## config.mk

```make
export PLATFORM = sky130hd
export DESIGN_NAME = fetch_stage
export DESIGN_NICKNAME = d
export VERILOG_FILES = /design/src/rtl/rv_core_pkg.sv /design/src/rtl/fetch_stage.sv
export SDC_FILE = /design/constraint.sdc
export NUM_CORES = 1
export LEC_CHECK = 0
export BUFFER_PORTS_ARGS = -buffer_cell sky130_fd_sc_hd__buf_4
export CAP_MARGIN = 20
export CORE_ASPECT_RATIO = 1.75
export CORE_UTILIZATION = 41
export DETAILED_ROUTE_END_ITERATION = 7
export GPL_ROUTABILITY_DRIVEN = 0
export GPL_TIMING_DRIVEN = 0
export PLACE_DENSITY = 0.86
export SLEW_MARGIN = 25
export SYNTH_ARGS = -nofsm -noshare
export SYNTH_HDL_FRONTEND = slang
export SYNTH_SLANG_ARGS = --single-unit
```

## constraint.sdc

```tcl
create_clock -name clk -period 1.8 [get_ports clk]
set_input_delay 0.18 -clock clk [delete_from_list [all_inputs] [get_ports clk]]
set_output_delay 0.18 -clock clk [all_outputs]
set_load 0.1 [all_outputs]
```

## src/rtl/rv_core_pkg.sv

```systemverilog
/* rv_core shared types
   opcodes, instruction views, stage records and ALU ops */
package rv_core_pkg;

    typedef logic [31:0] xlen_t;
    typedef logic [4:0]  reg_idx_t;

    // major opcodes, inst[6:0]
    typedef enum logic [6:0] {
        OP     = 7'b0110011,
        OP_IMM = 7'b0010011,
        LOAD   = 7'b0000011,
        STORE  = 7'b0100011,
        BRANCH = 7'b1100011,
        LUI    = 7'b0110111,
        AUIPC  = 7'b0010111,
        JAL    = 7'b1101111,
        JALR   = 7'b1100111
    } opcode_e;

    typedef enum logic [2:0] {
        R,
        I,
        S,
        B,
        U,
        J,
        NONE  // unknown opcode, retires as a no-op
    } inst_kind_e;

    typedef enum logic [3:0] {
        ADD,
        SUB,
        SLL,
        SLT,
        SLTU,
        XOR,
        SRL,
        SRA,
        OR,
        AND
    } alu_op_e;

    typedef struct packed {
        logic [6:0]  funct7;
        reg_idx_t    rs2;
        reg_idx_t    rs1;
        logic [2:0]  funct3;
        reg_idx_t    rd;
        logic [6:0]  opcode;
    } rtype_view_t;

    typedef struct packed {
        logic [11:0] imm12;
        reg_idx_t    rs1;
        logic [2:0]  funct3;
        reg_idx_t    rd;
        logic [6:0]  opcode;
    } itype_view_t;

    // same word, two field layouts
    typedef union packed {
        rtype_view_t rtype;
        itype_view_t itype;
    } inst_u;

    typedef struct packed {
        xlen_t      pc;
        inst_kind_e kind;
        opcode_e    opcode;
        logic [2:0] funct3;
        alu_op_e    alu_op;
        reg_idx_t   rd;
        xlen_t      imm;
        xlen_t      rs1_val;
        xlen_t      rs2_val;
    } decode_t;

    typedef struct packed {
        xlen_t      pc;
        opcode_e    opcode;
        logic [2:0] funct3;
        reg_idx_t   rd;
        xlen_t      result;      // ALU value, address, or load data after memory
        xlen_t      store_data;
        xlen_t      next_pc;
    } exec_t;

    typedef struct packed {
        xlen_t    pc;
        reg_idx_t rd;
        logic     we;
        xlen_t    wdata;
    } retire_t;

endpackage
```

## src/rtl/fetch_stage.sv

```systemverilog
/* instruction fetch
   holds the pc and runs one request at a time on the fetch port */
`timescale 1ns/1ps
module fetch_stage import rv_core_pkg::*; #(
    parameter xlen_t RESET_PC = 32'h8000_0000
) (
    input  logic  clk,
    input  logic  reset,
    input  logic  redirect_valid,
    input  xlen_t next_pc,
    output logic  imem_req,
    output xlen_t imem_addr,
    input  logic  imem_rvalid,
    input  xlen_t imem_rdata,
    output logic  fetch_valid,
    output inst_u fetch_inst,
    output xlen_t fetch_pc
);
    typedef enum logic {
        ST_REQ,
        ST_WAIT_REDIR
    } fetch_state_e;

    fetch_state_e state;
    xlen_t        pc;

    always_ff @(posedge clk or posedge reset) begin
        if (reset) begin
            state <= ST_REQ;
            pc    <= RESET_PC;
        end else begin
            case (state)
                ST_REQ: if (imem_rvalid) state <= ST_WAIT_REDIR;
                ST_WAIT_REDIR: begin
                    if (redirect_valid) begin
                        state <= ST_REQ;
                        pc    <= next_pc;  // resolved by writeback
                    end
                end
                default: state <= ST_REQ;
            endcase
        end
    end

    assign imem_req  = (state == ST_REQ);
    assign imem_addr = pc;

    // response goes straight to decode, which registers it
    assign fetch_valid = (state == ST_REQ) && imem_rvalid;
    assign fetch_inst  = imem_rdata;
    assign fetch_pc    = pc;

endmodule

```

---- Word level (Yosys, flattened, before mapping) ----
Index checks and enable logic that the tools add are counted.
word-level totals
  logic and storage cells ................. 8
  output and inout bits ................... 98
  bits of input ports ..................... 68
  flip-flop bits (word level) ............. 33
operators by class
  reductions and logical operators ........ 2
  bitwise logic cells ..................... 1
  multiplexer cells ....................... 3
operators with widths
  operator                               count
  1-bit 2-to-1 mux                       2
  1-bit one-hot mux with 2 select lines  1
  2-bit AND reduction                    1
  1-bit logical AND                      1
  1-bit inverter                         1

---- Logic depth before layout (Yosys ltp) ----
Gate-level depths: netlist (run 1).
  word-level depth ........................ 2
  depth in mapped cells ................... 3
  gate-level depth less buffers ........... 2

---- Worst setup path before layout (run 1) ----
No wires, ideal clock.
  path type ............................... reg-to-output
  from .................................... reg pc[0], in the netlist fetch_pc[0]
  to ...................................... out imem_addr[0]
  slack ................................... 280 ps
  cell stages (with the launch flop) ...... 2
  arrival time ............................ 1340 ps
  data required time ...................... 1620 ps
  buffers on the path ..................... 1
  cells stage by stage .................... dfrtp_1 -> buf_4
RTL lines
  element                 line               source
  start, declared         fetch_stage.sv:25  xlen_t pc;
  start signal, assigned  fetch_stage.sv:37  pc <= next_pc;
  end, declared           fetch_stage.sv:12  output xlen_t imem_addr,
No word-level cell between the ends.

---- Final worst setup path (run 1) ----
  from .................................... reg state
  to ...................................... out fetch_valid
between the ends
  word-level cells in the longest chain between the ends .. 2
ends and longest elaborated chain
  element                 line               source
  start, declared         fetch_stage.sv:24  fetch_state_e state;
  start signal, assigned  fetch_stage.sv:29  state <= ST_REQ;
  start signal, assigned  fetch_stage.sv:33  ST_REQ: if (imem_rvalid) state <= ST_WAIT_REDIR;
  start signal, assigned  fetch_stage.sv:36  state <= ST_REQ;
  1-bit inverter          -
  1-bit logical AND       fetch_stage.sv:49  assign fetch_valid = (state == ST_REQ) && imem_rvalid;
  end, declared           fetch_stage.sv:15  output logic fetch_valid,
Every way passes these cells.

==> results of run 1 <==
cells in the final DEF (no fill, tap or decap):
cell type / synthesis / final
clkbuf_8: 0 / 6
nand2_4: 1 / 1
dfstp_2: 1 / 1
mux2_2: 2 / 2
buf_4: 64 / 197
dfrtp_1: 32 / 32
and2b_2: 1 / 1
buf_12: 3 / 3
inv_2: 0 / 1
o21bai_1: 1 / 1
inv_1: 2 / 1
clkbuf_1: 0 / 1
mux2_4: 30 / 30
flip-flops by register name (all words and copies together), names as in the netlist:
| signal | flops |
|---|---|
| fetch_pc | 32 |
| state | 1 |
metal layers:
metal,vias up,routed length (um)
met5,-,0
met4,0,48
met3,2,402
li1,657,-
met1,656,1240
met2,100,2469
cell families after synthesis:
kind of cell           Yosys count  share of synthesized area, %
DFF                             33                         44.10
AOI/OAI and AO/OA                1                        0.4004
muxes                           32                         25.22
buffers and inverters           69                         29.22
and+or+nand+nor                  2                         1.067
critical path, cell delays in order, from the launching register on:
cell and delay [ps]:
dfrtp_1 420, and2b_2 240, buf_4 280
per-stage QoR:
step	cells	hold WS (ps)	worst slack [ps]	utilization [%]	instance area, um^2
global route	328	74.45	370.5	68.66	3024
global placement	321	388.9	402.0	66.70	2938
CTS	328	43.81	404.4	68.66	3024
floorplan	137	265.4	280.1	-	1876
finish	328	20.42	413.9	68.66	3024
detailed placement	321	346.2	659.3	66.70	2938
final cells by class:
type / instances / area (um^2) / area share, %
buffer: 67 / 540.5 / 17.87
tap: 51 / 63.81 / 2.110
multi-input combinational: 35 / 500.5 / 16.55
inverter: 2 / 7.507 / 0.2482
sequential: 33 / 827.0 / 27.35
timing repair buffer: 133 / 998.5 / 33.02
clock buffer: 7 / 86.33 / 2.855
synthesized netlist by cell type:
cell	instances	area, um^2
o21bai_1	1	7.510
buf_12	3	60.06
dfstp_2	1	26.28
buf_4	64	480.5
and2b_2	1	8.760
dfrtp_1	32	800.8
nand2_4	1	11.26
mux2_4	30	450.4
mux2_2	2	22.52
inv_1	2	7.510
final timing paths:
check / cells past startpoint / slack, ps / to
worst max-delay path: 2 / 410 / fetch_valid
worst min-delay path: 2 / 20 / fetch_pc[19]
worst max register to register: 3 / 660 / fetch_pc[6]
worst min register to register: 1 / 540 / fetch_pc[7]
max in group asynchronous: 2 / 1330 / fetch_pc[10]
min in group clk: 2 / 110 / state
==> out/summary.txt, run 1 <==
Status: completed
Post-synthesis sequential area ratio: 44.10%
CP arrival: 1210 ps
Layout filler cell count: 343
Vias in the first global route: 1347
Yosys warning count: 0
Row Count: 32
GR peak layer: met2
Post-DR wirelength/cell: 12.69 um
Die width: 53.13 um
CTS tree: yes
CP Class: reg -> out
Detailed Route WL: 4161 um
F_max: 721.5 MHz
Clk slew on worst S/H paths: 60 ps
Peak fanout along the critical path: 3
First-pass GRT wire length: 6175 um
Area of the mapped netlist: 0.001876 mm^2
Die area: 0.004859 mm^2
Effective utilization at floorplan: 42.59%
Syn nets: 205
Total track usage: 17.32%
Critical Path Start: state
Die H: 91.47 um
Largest net degree at the start of global routing: 34
Final setup TNS: 0 ps
Clock Tree Root: clkbuf_8
RSZ-0062 raised after global routing: no
Final nets: 345
GRT Residual Overflow: 0
Kind of end point of the critical path: primary output
Layout area overhead: 61.24%
Skew final: 2.658 ps
Layout cell share with drive strength beyond 1: 87.36%
Initial antenna violation count: 0
Setup violators final: 0
Met3 usage: 3.015%
Routing usage on met1: 16.60%
H-tree depth: 2
Max Cap Viol: 0
Total setup buffers inserted after CTS: 0
CTS resizes: 0
Hpwl dp: 3354 um
TritonRoute pass-1 iters: 3
Routed via count: 1415
Launch point of the worst reg-to-reg path: state
Max_slew headroom: 53.74%
Core area: 0.004404 mm^2
Hold-fix buffers, CTS: 0
Drt drc: 0
Hold crit path type: in -> async
Cells after Synth: 137
1st-iter DRT viols: 15
Synth Register Bits: 33
CTS Buf Count: 5
Min Tclk post-route: 1386 ps
Fin crit share: 77.00%
Mean post-synth cell area: 13.69 um^2
Final ANT Viol Nets: 0
Clock tree sinks: 33
Later-pin clock latency in the skew report: 270 ps
Met2 GRT Util: 33.33%
Post-synthesis cell type count: 10
I/O Pins: 166
IO buf count: 133
CTS max path bufs: 2
Worst endpoint required time: 1620 ps
Startpoint types: flip-flop
Final hold violations: 0
Vias/cell: 4.314
# diodes: 0
Tightest Pin Transition: 692.9 ps
Max Slew Vio Count: 0
Power of run 1 is not shown: default switching activity piles up to over one toggle a cycle in this logic, so the estimate is an artifact.
==> run 2: changes to the inputs <==
--- a/config.mk
+++ b/config.mk
@@ -8,11 +8,11 @@
 export BUFFER_PORTS_ARGS = -buffer_cell sky130_fd_sc_hd__buf_4
 export CAP_MARGIN = 20
 export CORE_ASPECT_RATIO = 1.75
-export CORE_UTILIZATION = 41
+export CORE_UTILIZATION = 38
 export DETAILED_ROUTE_END_ITERATION = 7
 export GPL_ROUTABILITY_DRIVEN = 0
 export GPL_TIMING_DRIVEN = 0
-export PLACE_DENSITY = 0.86
+export PLACE_DENSITY = 0.81
 export SLEW_MARGIN = 25
 export SYNTH_ARGS = -nofsm -noshare
 export SYNTH_HDL_FRONTEND = slang
==> constraint.sdc (replaced) <==
create_clock -name clk -period 1.36 [get_ports clk]
set_input_delay 0.136 -clock clk [delete_from_list [all_inputs] [get_ports clk]]
set_output_delay 0.136 -clock clk [all_outputs]
set_load 0.1 [all_outputs]
==> run 2 against run 1 <==
  * Worst setup slack lost 370 ps
  * Clock skew barely moved
  * Register-to-register slack got worse by 440 ps
  * First-iteration DRC count decreased by 47%
  * Via count rose by 0.92%
  * Largest cell class unchanged
  * Worst hold slack improved by 35 ps
==> out/summary.txt, run 2 (synthesis results as in run 1) <==
Post-DR wirelength/cell: 13.56 um (+6.9%)
Startpoint types: flip-flop
Final hold violations: 0 (unchanged)
Kind of end point of the critical path: primary output
Detailed Route WL: 4488 um (+7.9%)
1st-iter DRT viols: 8 (-7)
GR peak layer: met2
Clock Tree Root: clkbuf_8
Setup violators final: 0 (unchanged)
CP max-delay cell: dfstp_4
CTS max path bufs: 2 (unchanged)
Fin crit share: 96.65%
Final ANT Viol Nets: 0 (unchanged)
F_max: 760.8 MHz
Skew final: 2.948 ps (+0.2903 ps)
Post-Layout Cell Count: 331 (+0.91%)
Clk slew on worst S/H paths: 60 ps (about the same)
RSZ-0062 raised after global routing: no
Drt drc: 0 (unchanged)
Worst endpoint required time: 1220 ps (-400 ps)
Die H: 94.94 um (+3.8%)
CP Class: reg -> out
Largest net degree at the start of global routing: 34 (unchanged)
Final nets: 346 (+0.29%)
Effective utilization at floorplan: 39.85% (-2.7 points)
Dpl ws: 219.8 ps (-439.5 ps)
Peak fanout along the critical path: 3 (unchanged)
Routed via count: 1428 (+0.92%)
Buf/Inv on CP: 1 (unchanged)
CTS tree: yes
CP arrival: 1180 ps (-30 ps)
Initial antenna violation count: 0 (unchanged)
Number of flip-flops under the largest register name: 32 (unchanged)
Placed cells: 322 (+0.31%)
Layout cell share with drive strength beyond 1: 98.21% (+11 points)
Largest stage delay on the critical path: 620 ps (+200 ps)
Row Count: 33 (+3.1%)
Layout area overhead: 64.78%
First-pass GRT wire length: 6113 um (-1.0%)
Final worst slack: 45.52 ps (-368.4 ps)
Die width: 55.11 um (+3.7%)
Commonest cells after routing, fill and taps aside: buf_4 (195), dfrtp_2 (31), mux2_4 (30), clkbuf_8 (5), buf_12 (4)
Routing usage on met1: 15.26% (-1.3 points)
Max Cap Viol: 0 (unchanged)
Hpwl dp: 3692 um (+10%)
Clock tree sinks: 33 (unchanged)
Max Slew Vio Count: 0 (unchanged)
CTS Buf Count: 5 (unchanged)
Later-pin clock latency in the skew report: 270 ps (about the same)
Crit path max-delay family: flip-flops
Status: completed
CP Cell Sequence: buf_4
IO buf count: 133 (unchanged)
Min Tclk post-route: 1314 ps
Footprint of the multi-input gates: 500.5 um^2 (unchanged)
Final core utilization: 65.66% (-3.0 points)
GRT Residual Overflow: 0 (unchanged)
# diodes: 0 (unchanged)
Met2 GRT Util: 33.33% (unchanged)
H-tree depth: 2 (unchanged)
Vias in the first global route: 1367 (+1.5%)
Commonest non-fill, non-tap cell in the layout: buf_4
TritonRoute pass-1 iters: 2 (-1)
Worst hold slack: 55.41 ps (+34.99 ps)
Reg area: 869.6 um^2 (+5.1%)
Total track usage: 16.88% (-0.45 points)
I/O Pins: 166 (unchanged)
Die area: 0.005231 mm^2 (+7.7%)
Tightest Pin Transition: 672.0 ps (-20.91 ps)
Layout filler cell count: 390 (+14%)
Met3 usage: 4.509% (+1.5 points)
Hold crit path type: in -> reg
Core area: 0.004707 mm^2 (+6.9%)
Max_slew headroom: 55.13% (+1.4 points)
Vias/cell: 4.314 (about the same)
## run 2: timing repair
action	4_1_cts	5_1_grt
hold buffers	1	0
gates cloned	0	0
endpoints found under the hold margin	32	0
setup buffers	0	0
endpoints found under the setup margin	1	2
gates resized for setup	2	2
## run 2: final timing paths
check	start	to	slack (ps)	cells after the start
max	fetch_pc[31]	fetch_pc[31]	50	1
min	redirect_valid	state	60	2
max reg2reg	state	fetch_pc[13]	220	3
min reg2reg	fetch_pc[29]	fetch_pc[29]	530	1
max in group asynchronous	reset	fetch_pc[2]	350	3
min in group asynchronous	reset	fetch_pc[26]	520	3
## run 2: final cells by class
class	count	share of cell area (%)
tap	52	2.105
clock buffer	6	2.348
clock inverter	2	0.3239
timing repair buffer	134	33.16
sequential	33	28.14
buffer	67	17.49
inverter	2	0.2429
multi-input combinational	35	16.19
## run 2: through the flow
step	TNS [ps]	area, um^2
detailed placement	0	2982
CTS	0	3082
global placement	-1806	2982
finish	0	3090
floorplan	0	1918
global route	0	3090
## run 2: metal layers
layer / up-vias / share of wire [%]
met3: 2 / 12
met2: 115 / 59
met4: 0 / 0.47
met5: - / 0
met1: 651 / 29
li1: 660 / -
Power of run 2 is left out for the same reason.
==> run 3: changes to the inputs <==
--- a/config.mk
+++ b/config.mk
@@ -7,12 +7,14 @@
 export LEC_CHECK = 0
 export BUFFER_PORTS_ARGS = -buffer_cell sky130_fd_sc_hd__buf_4
 export CAP_MARGIN = 20
+export CELL_PAD_IN_SITES_DETAIL_PLACEMENT = 2
+export CELL_PAD_IN_SITES_GLOBAL_PLACEMENT = 2
 export CORE_ASPECT_RATIO = 1.75
-export CORE_UTILIZATION = 38
+export CORE_UTILIZATION = 21
 export DETAILED_ROUTE_END_ITERATION = 7
 export GPL_ROUTABILITY_DRIVEN = 0
 export GPL_TIMING_DRIVEN = 0
-export PLACE_DENSITY = 0.81
+export PLACE_DENSITY_LB_ADDON = 0.1
 export SLEW_MARGIN = 25
 export SYNTH_ARGS = -nofsm -noshare
 export SYNTH_HDL_FRONTEND = slang
==> run 3 against run 2 <==
  * Via count increased by 0.70%
  * Die area rose by 78%
  * Maximum frequency shrank 0.70%
  * Global-route usage decreased by 5.7 points
==> out/summary.txt, run 3 (synthesis results as in run 1) <==
Final ANT Viol Nets: 0 (unchanged)
Setup violators final: 0 (unchanged)
Die area: 0.009328 mm^2 (+78%)
Kind of end point of the critical path: primary output
Leakage: 1.723 nW
# diodes: 0 (unchanged)
Skew final: 4.107 ps (+1.158 ps)
VDD IR max: 913.9 uV
Vias in the first global route: 1521 (+11%)
Final hold violations: 0 (unchanged)
Hold crit path type: in -> reg
Switch share: 59.74%
CTS max path bufs: 2 (unchanged)
Total setup buffers inserted after CTS: 0 (unchanged)
Total track usage: 11.14% (-5.7 points)
CTS Buf Count: 5 (unchanged)
H-tree depth: 2 (unchanged)
Max Slew Vio Count: 0 (unchanged)
Placed Area: 0.003083 mm^2 (+3.4%)
Comb power frac: 69.9%
GRT Residual Overflow: 0 (unchanged)
Overall power: 8.709 mW
Psw: 5.203 mW
I/O Pins: 166 (unchanged)
Initial antenna violation count: 0 (unchanged)
1st-iter DRT viols: 21 (+13)
Layout filler cell count: 985 (+150%)
Commonest cells after routing, fill and taps aside: buf_4 (195), dfrtp_2 (31), mux2_4 (30), clkbuf_16 (5), buf_12 (4)
Die H: 127.0 um (+34%)
First-pass GRT wire length: 7824 um (+28%)
F_max: 755.4 MHz (-0.70%)
Largest net degree at the start of global routing: 24 (-29%)
PwrDens: 2682 mW/mm^2
Core area: 0.008671 mm^2 (+84%)
Dpl ws: 202.4 ps (-17.40 ps)
Final nets: 347 (+0.29%)
Hpwl dp: 4292 um (+16%)
Peak fanout along the critical path: 3 (unchanged)
Min Tclk post-route: 1324 ps (+9.246 ps)
Fin crit share: 97.33% (+0.68 points)
Final setup TNS: 0 ps (unchanged)
Clock tree sinks: 33 (unchanged)
Final Cell Area: 0.003247 mm^2 (+5.1%)
Footprint of the multi-input gates: 500.5 um^2 (unchanged)
Clock Tree Root: clkbuf_16
Vias/cell: 3.631 (-16%)
Drt drc: 0 (unchanged)
Post-DR wirelength/cell: 13.23 um (-2.4%)
IO buf count: 133 (unchanged)
Worst endpoint required time: 1220 ps (about the same)
Commonest non-fill, non-tap cell in the layout: buf_4
Detailed Route WL: 5240 um (+17%)
Status: completed
Cell-internal power: 3.506 mW
TritonRoute pass-1 iters: 2 (unchanged)
Startpoint types: flip-flop
Worst hold slack: 59.65 ps (+4.244 ps)
Layout area overhead: 73.12%
Layout cell share with drive strength beyond 1: 98.21% (unchanged)
Clock power share: 12.6%
Seq pwr share: 17.5%
CTS tree: yes
Clk slew on worst S/H paths: 50 ps (about the same)
Effective utilization at floorplan: 21.63% (-18 points)
Max Cap Viol: 0 (unchanged)
Die width: 73.44 um (+33%)
Number of flip-flops under the largest register name: 32 (unchanged)
Final worst slack: 36.27 ps (-9.246 ps)
Max_slew headroom: 81.84% (+27 points)
RSZ-0062 raised after global routing: no
Tightest Pin Transition: 272.1 ps (-399.9 ps)
Later-pin clock latency in the skew report: 270 ps (about the same)
Routed via count: 1438 (+0.70%)
CP Class: reg -> out
Reg area: 869.6 um^2 (unchanged)
CP arrival: 1190 ps (about the same)
Row Count: 45 (+36%)
[run 3: path summary, 6_finish.rpt]
path | slack [ps] | cells past startpoint | start | to
hold reg to reg | 530 | 1 | fetch_pc[16] | fetch_pc[16]
max in group asynchronous | 560 | 4 | reset | fetch_pc[9]
min in group asynchronous | 370 | 3 | reset | fetch_pc[4]
hold / removal | 60 | 2 | redirect_valid | state
setup reg to reg | 200 | 3 | state | fetch_pc[14]
setup / recovery | 40 | 2 | fetch_pc[31] | imem_addr[31]
[run 3: metal layers]
layer | wire length, um | vias to the layer above | part of all wire [%] | global-route usage [%]
met4 | 40 | 0 | 0.76 | 3.733
met5 | 0 | - | 0 | 0
met3 | 346 | 2 | 6.6 | 2.760
li1 | - | 659 | - | -
met1 | 1693 | 704 | 32 | 10.45
met2 | 3160 | 73 | 60 | 22.18
[run 3: final cells by class]
cell class	count	share of cell area (%)
inverter	2	0.2312
buffer	67	16.65
clock buffer	7	4.393
tap	117	4.509
multi-input combinational	35	15.41
timing repair buffer	135	32.02
sequential	33	26.78
[run 3: critical path, stage by stage (launching register included)]
cell and delay, ps:
dfstp_4 620, buf_4 110, buf_8 180
[run 3: metrics by stage]
step | std cells | utilization (%)
floorplan | 137 | -
global placement | 387 | 35.32
detailed placement | 388 | 35.56
CTS | 396 | 37.36
global route | 396 | 37.45
finish | 396 | 37.45
[run 3: timing repair]
action                                 CTS  global route
setup endpoints to repair                1             2
endpoints found under the hold margin    9             0
hold buffers                             1             0
gates resized for setup                  1             2
[run 3: power by group through the flow]
stage               logic (mW)  clock network [mW]  registers, mW
finish                    6.09                1.10           1.52
global placement          6.08                   0           1.54
floorplan                 3.21                   0           3.31
global route              6.22                1.20           1.56
CTS                       6.12                1.15           1.54
detailed placement        6.11                   0           1.54
No activity file was read; power rests on OpenSTA's default activity.
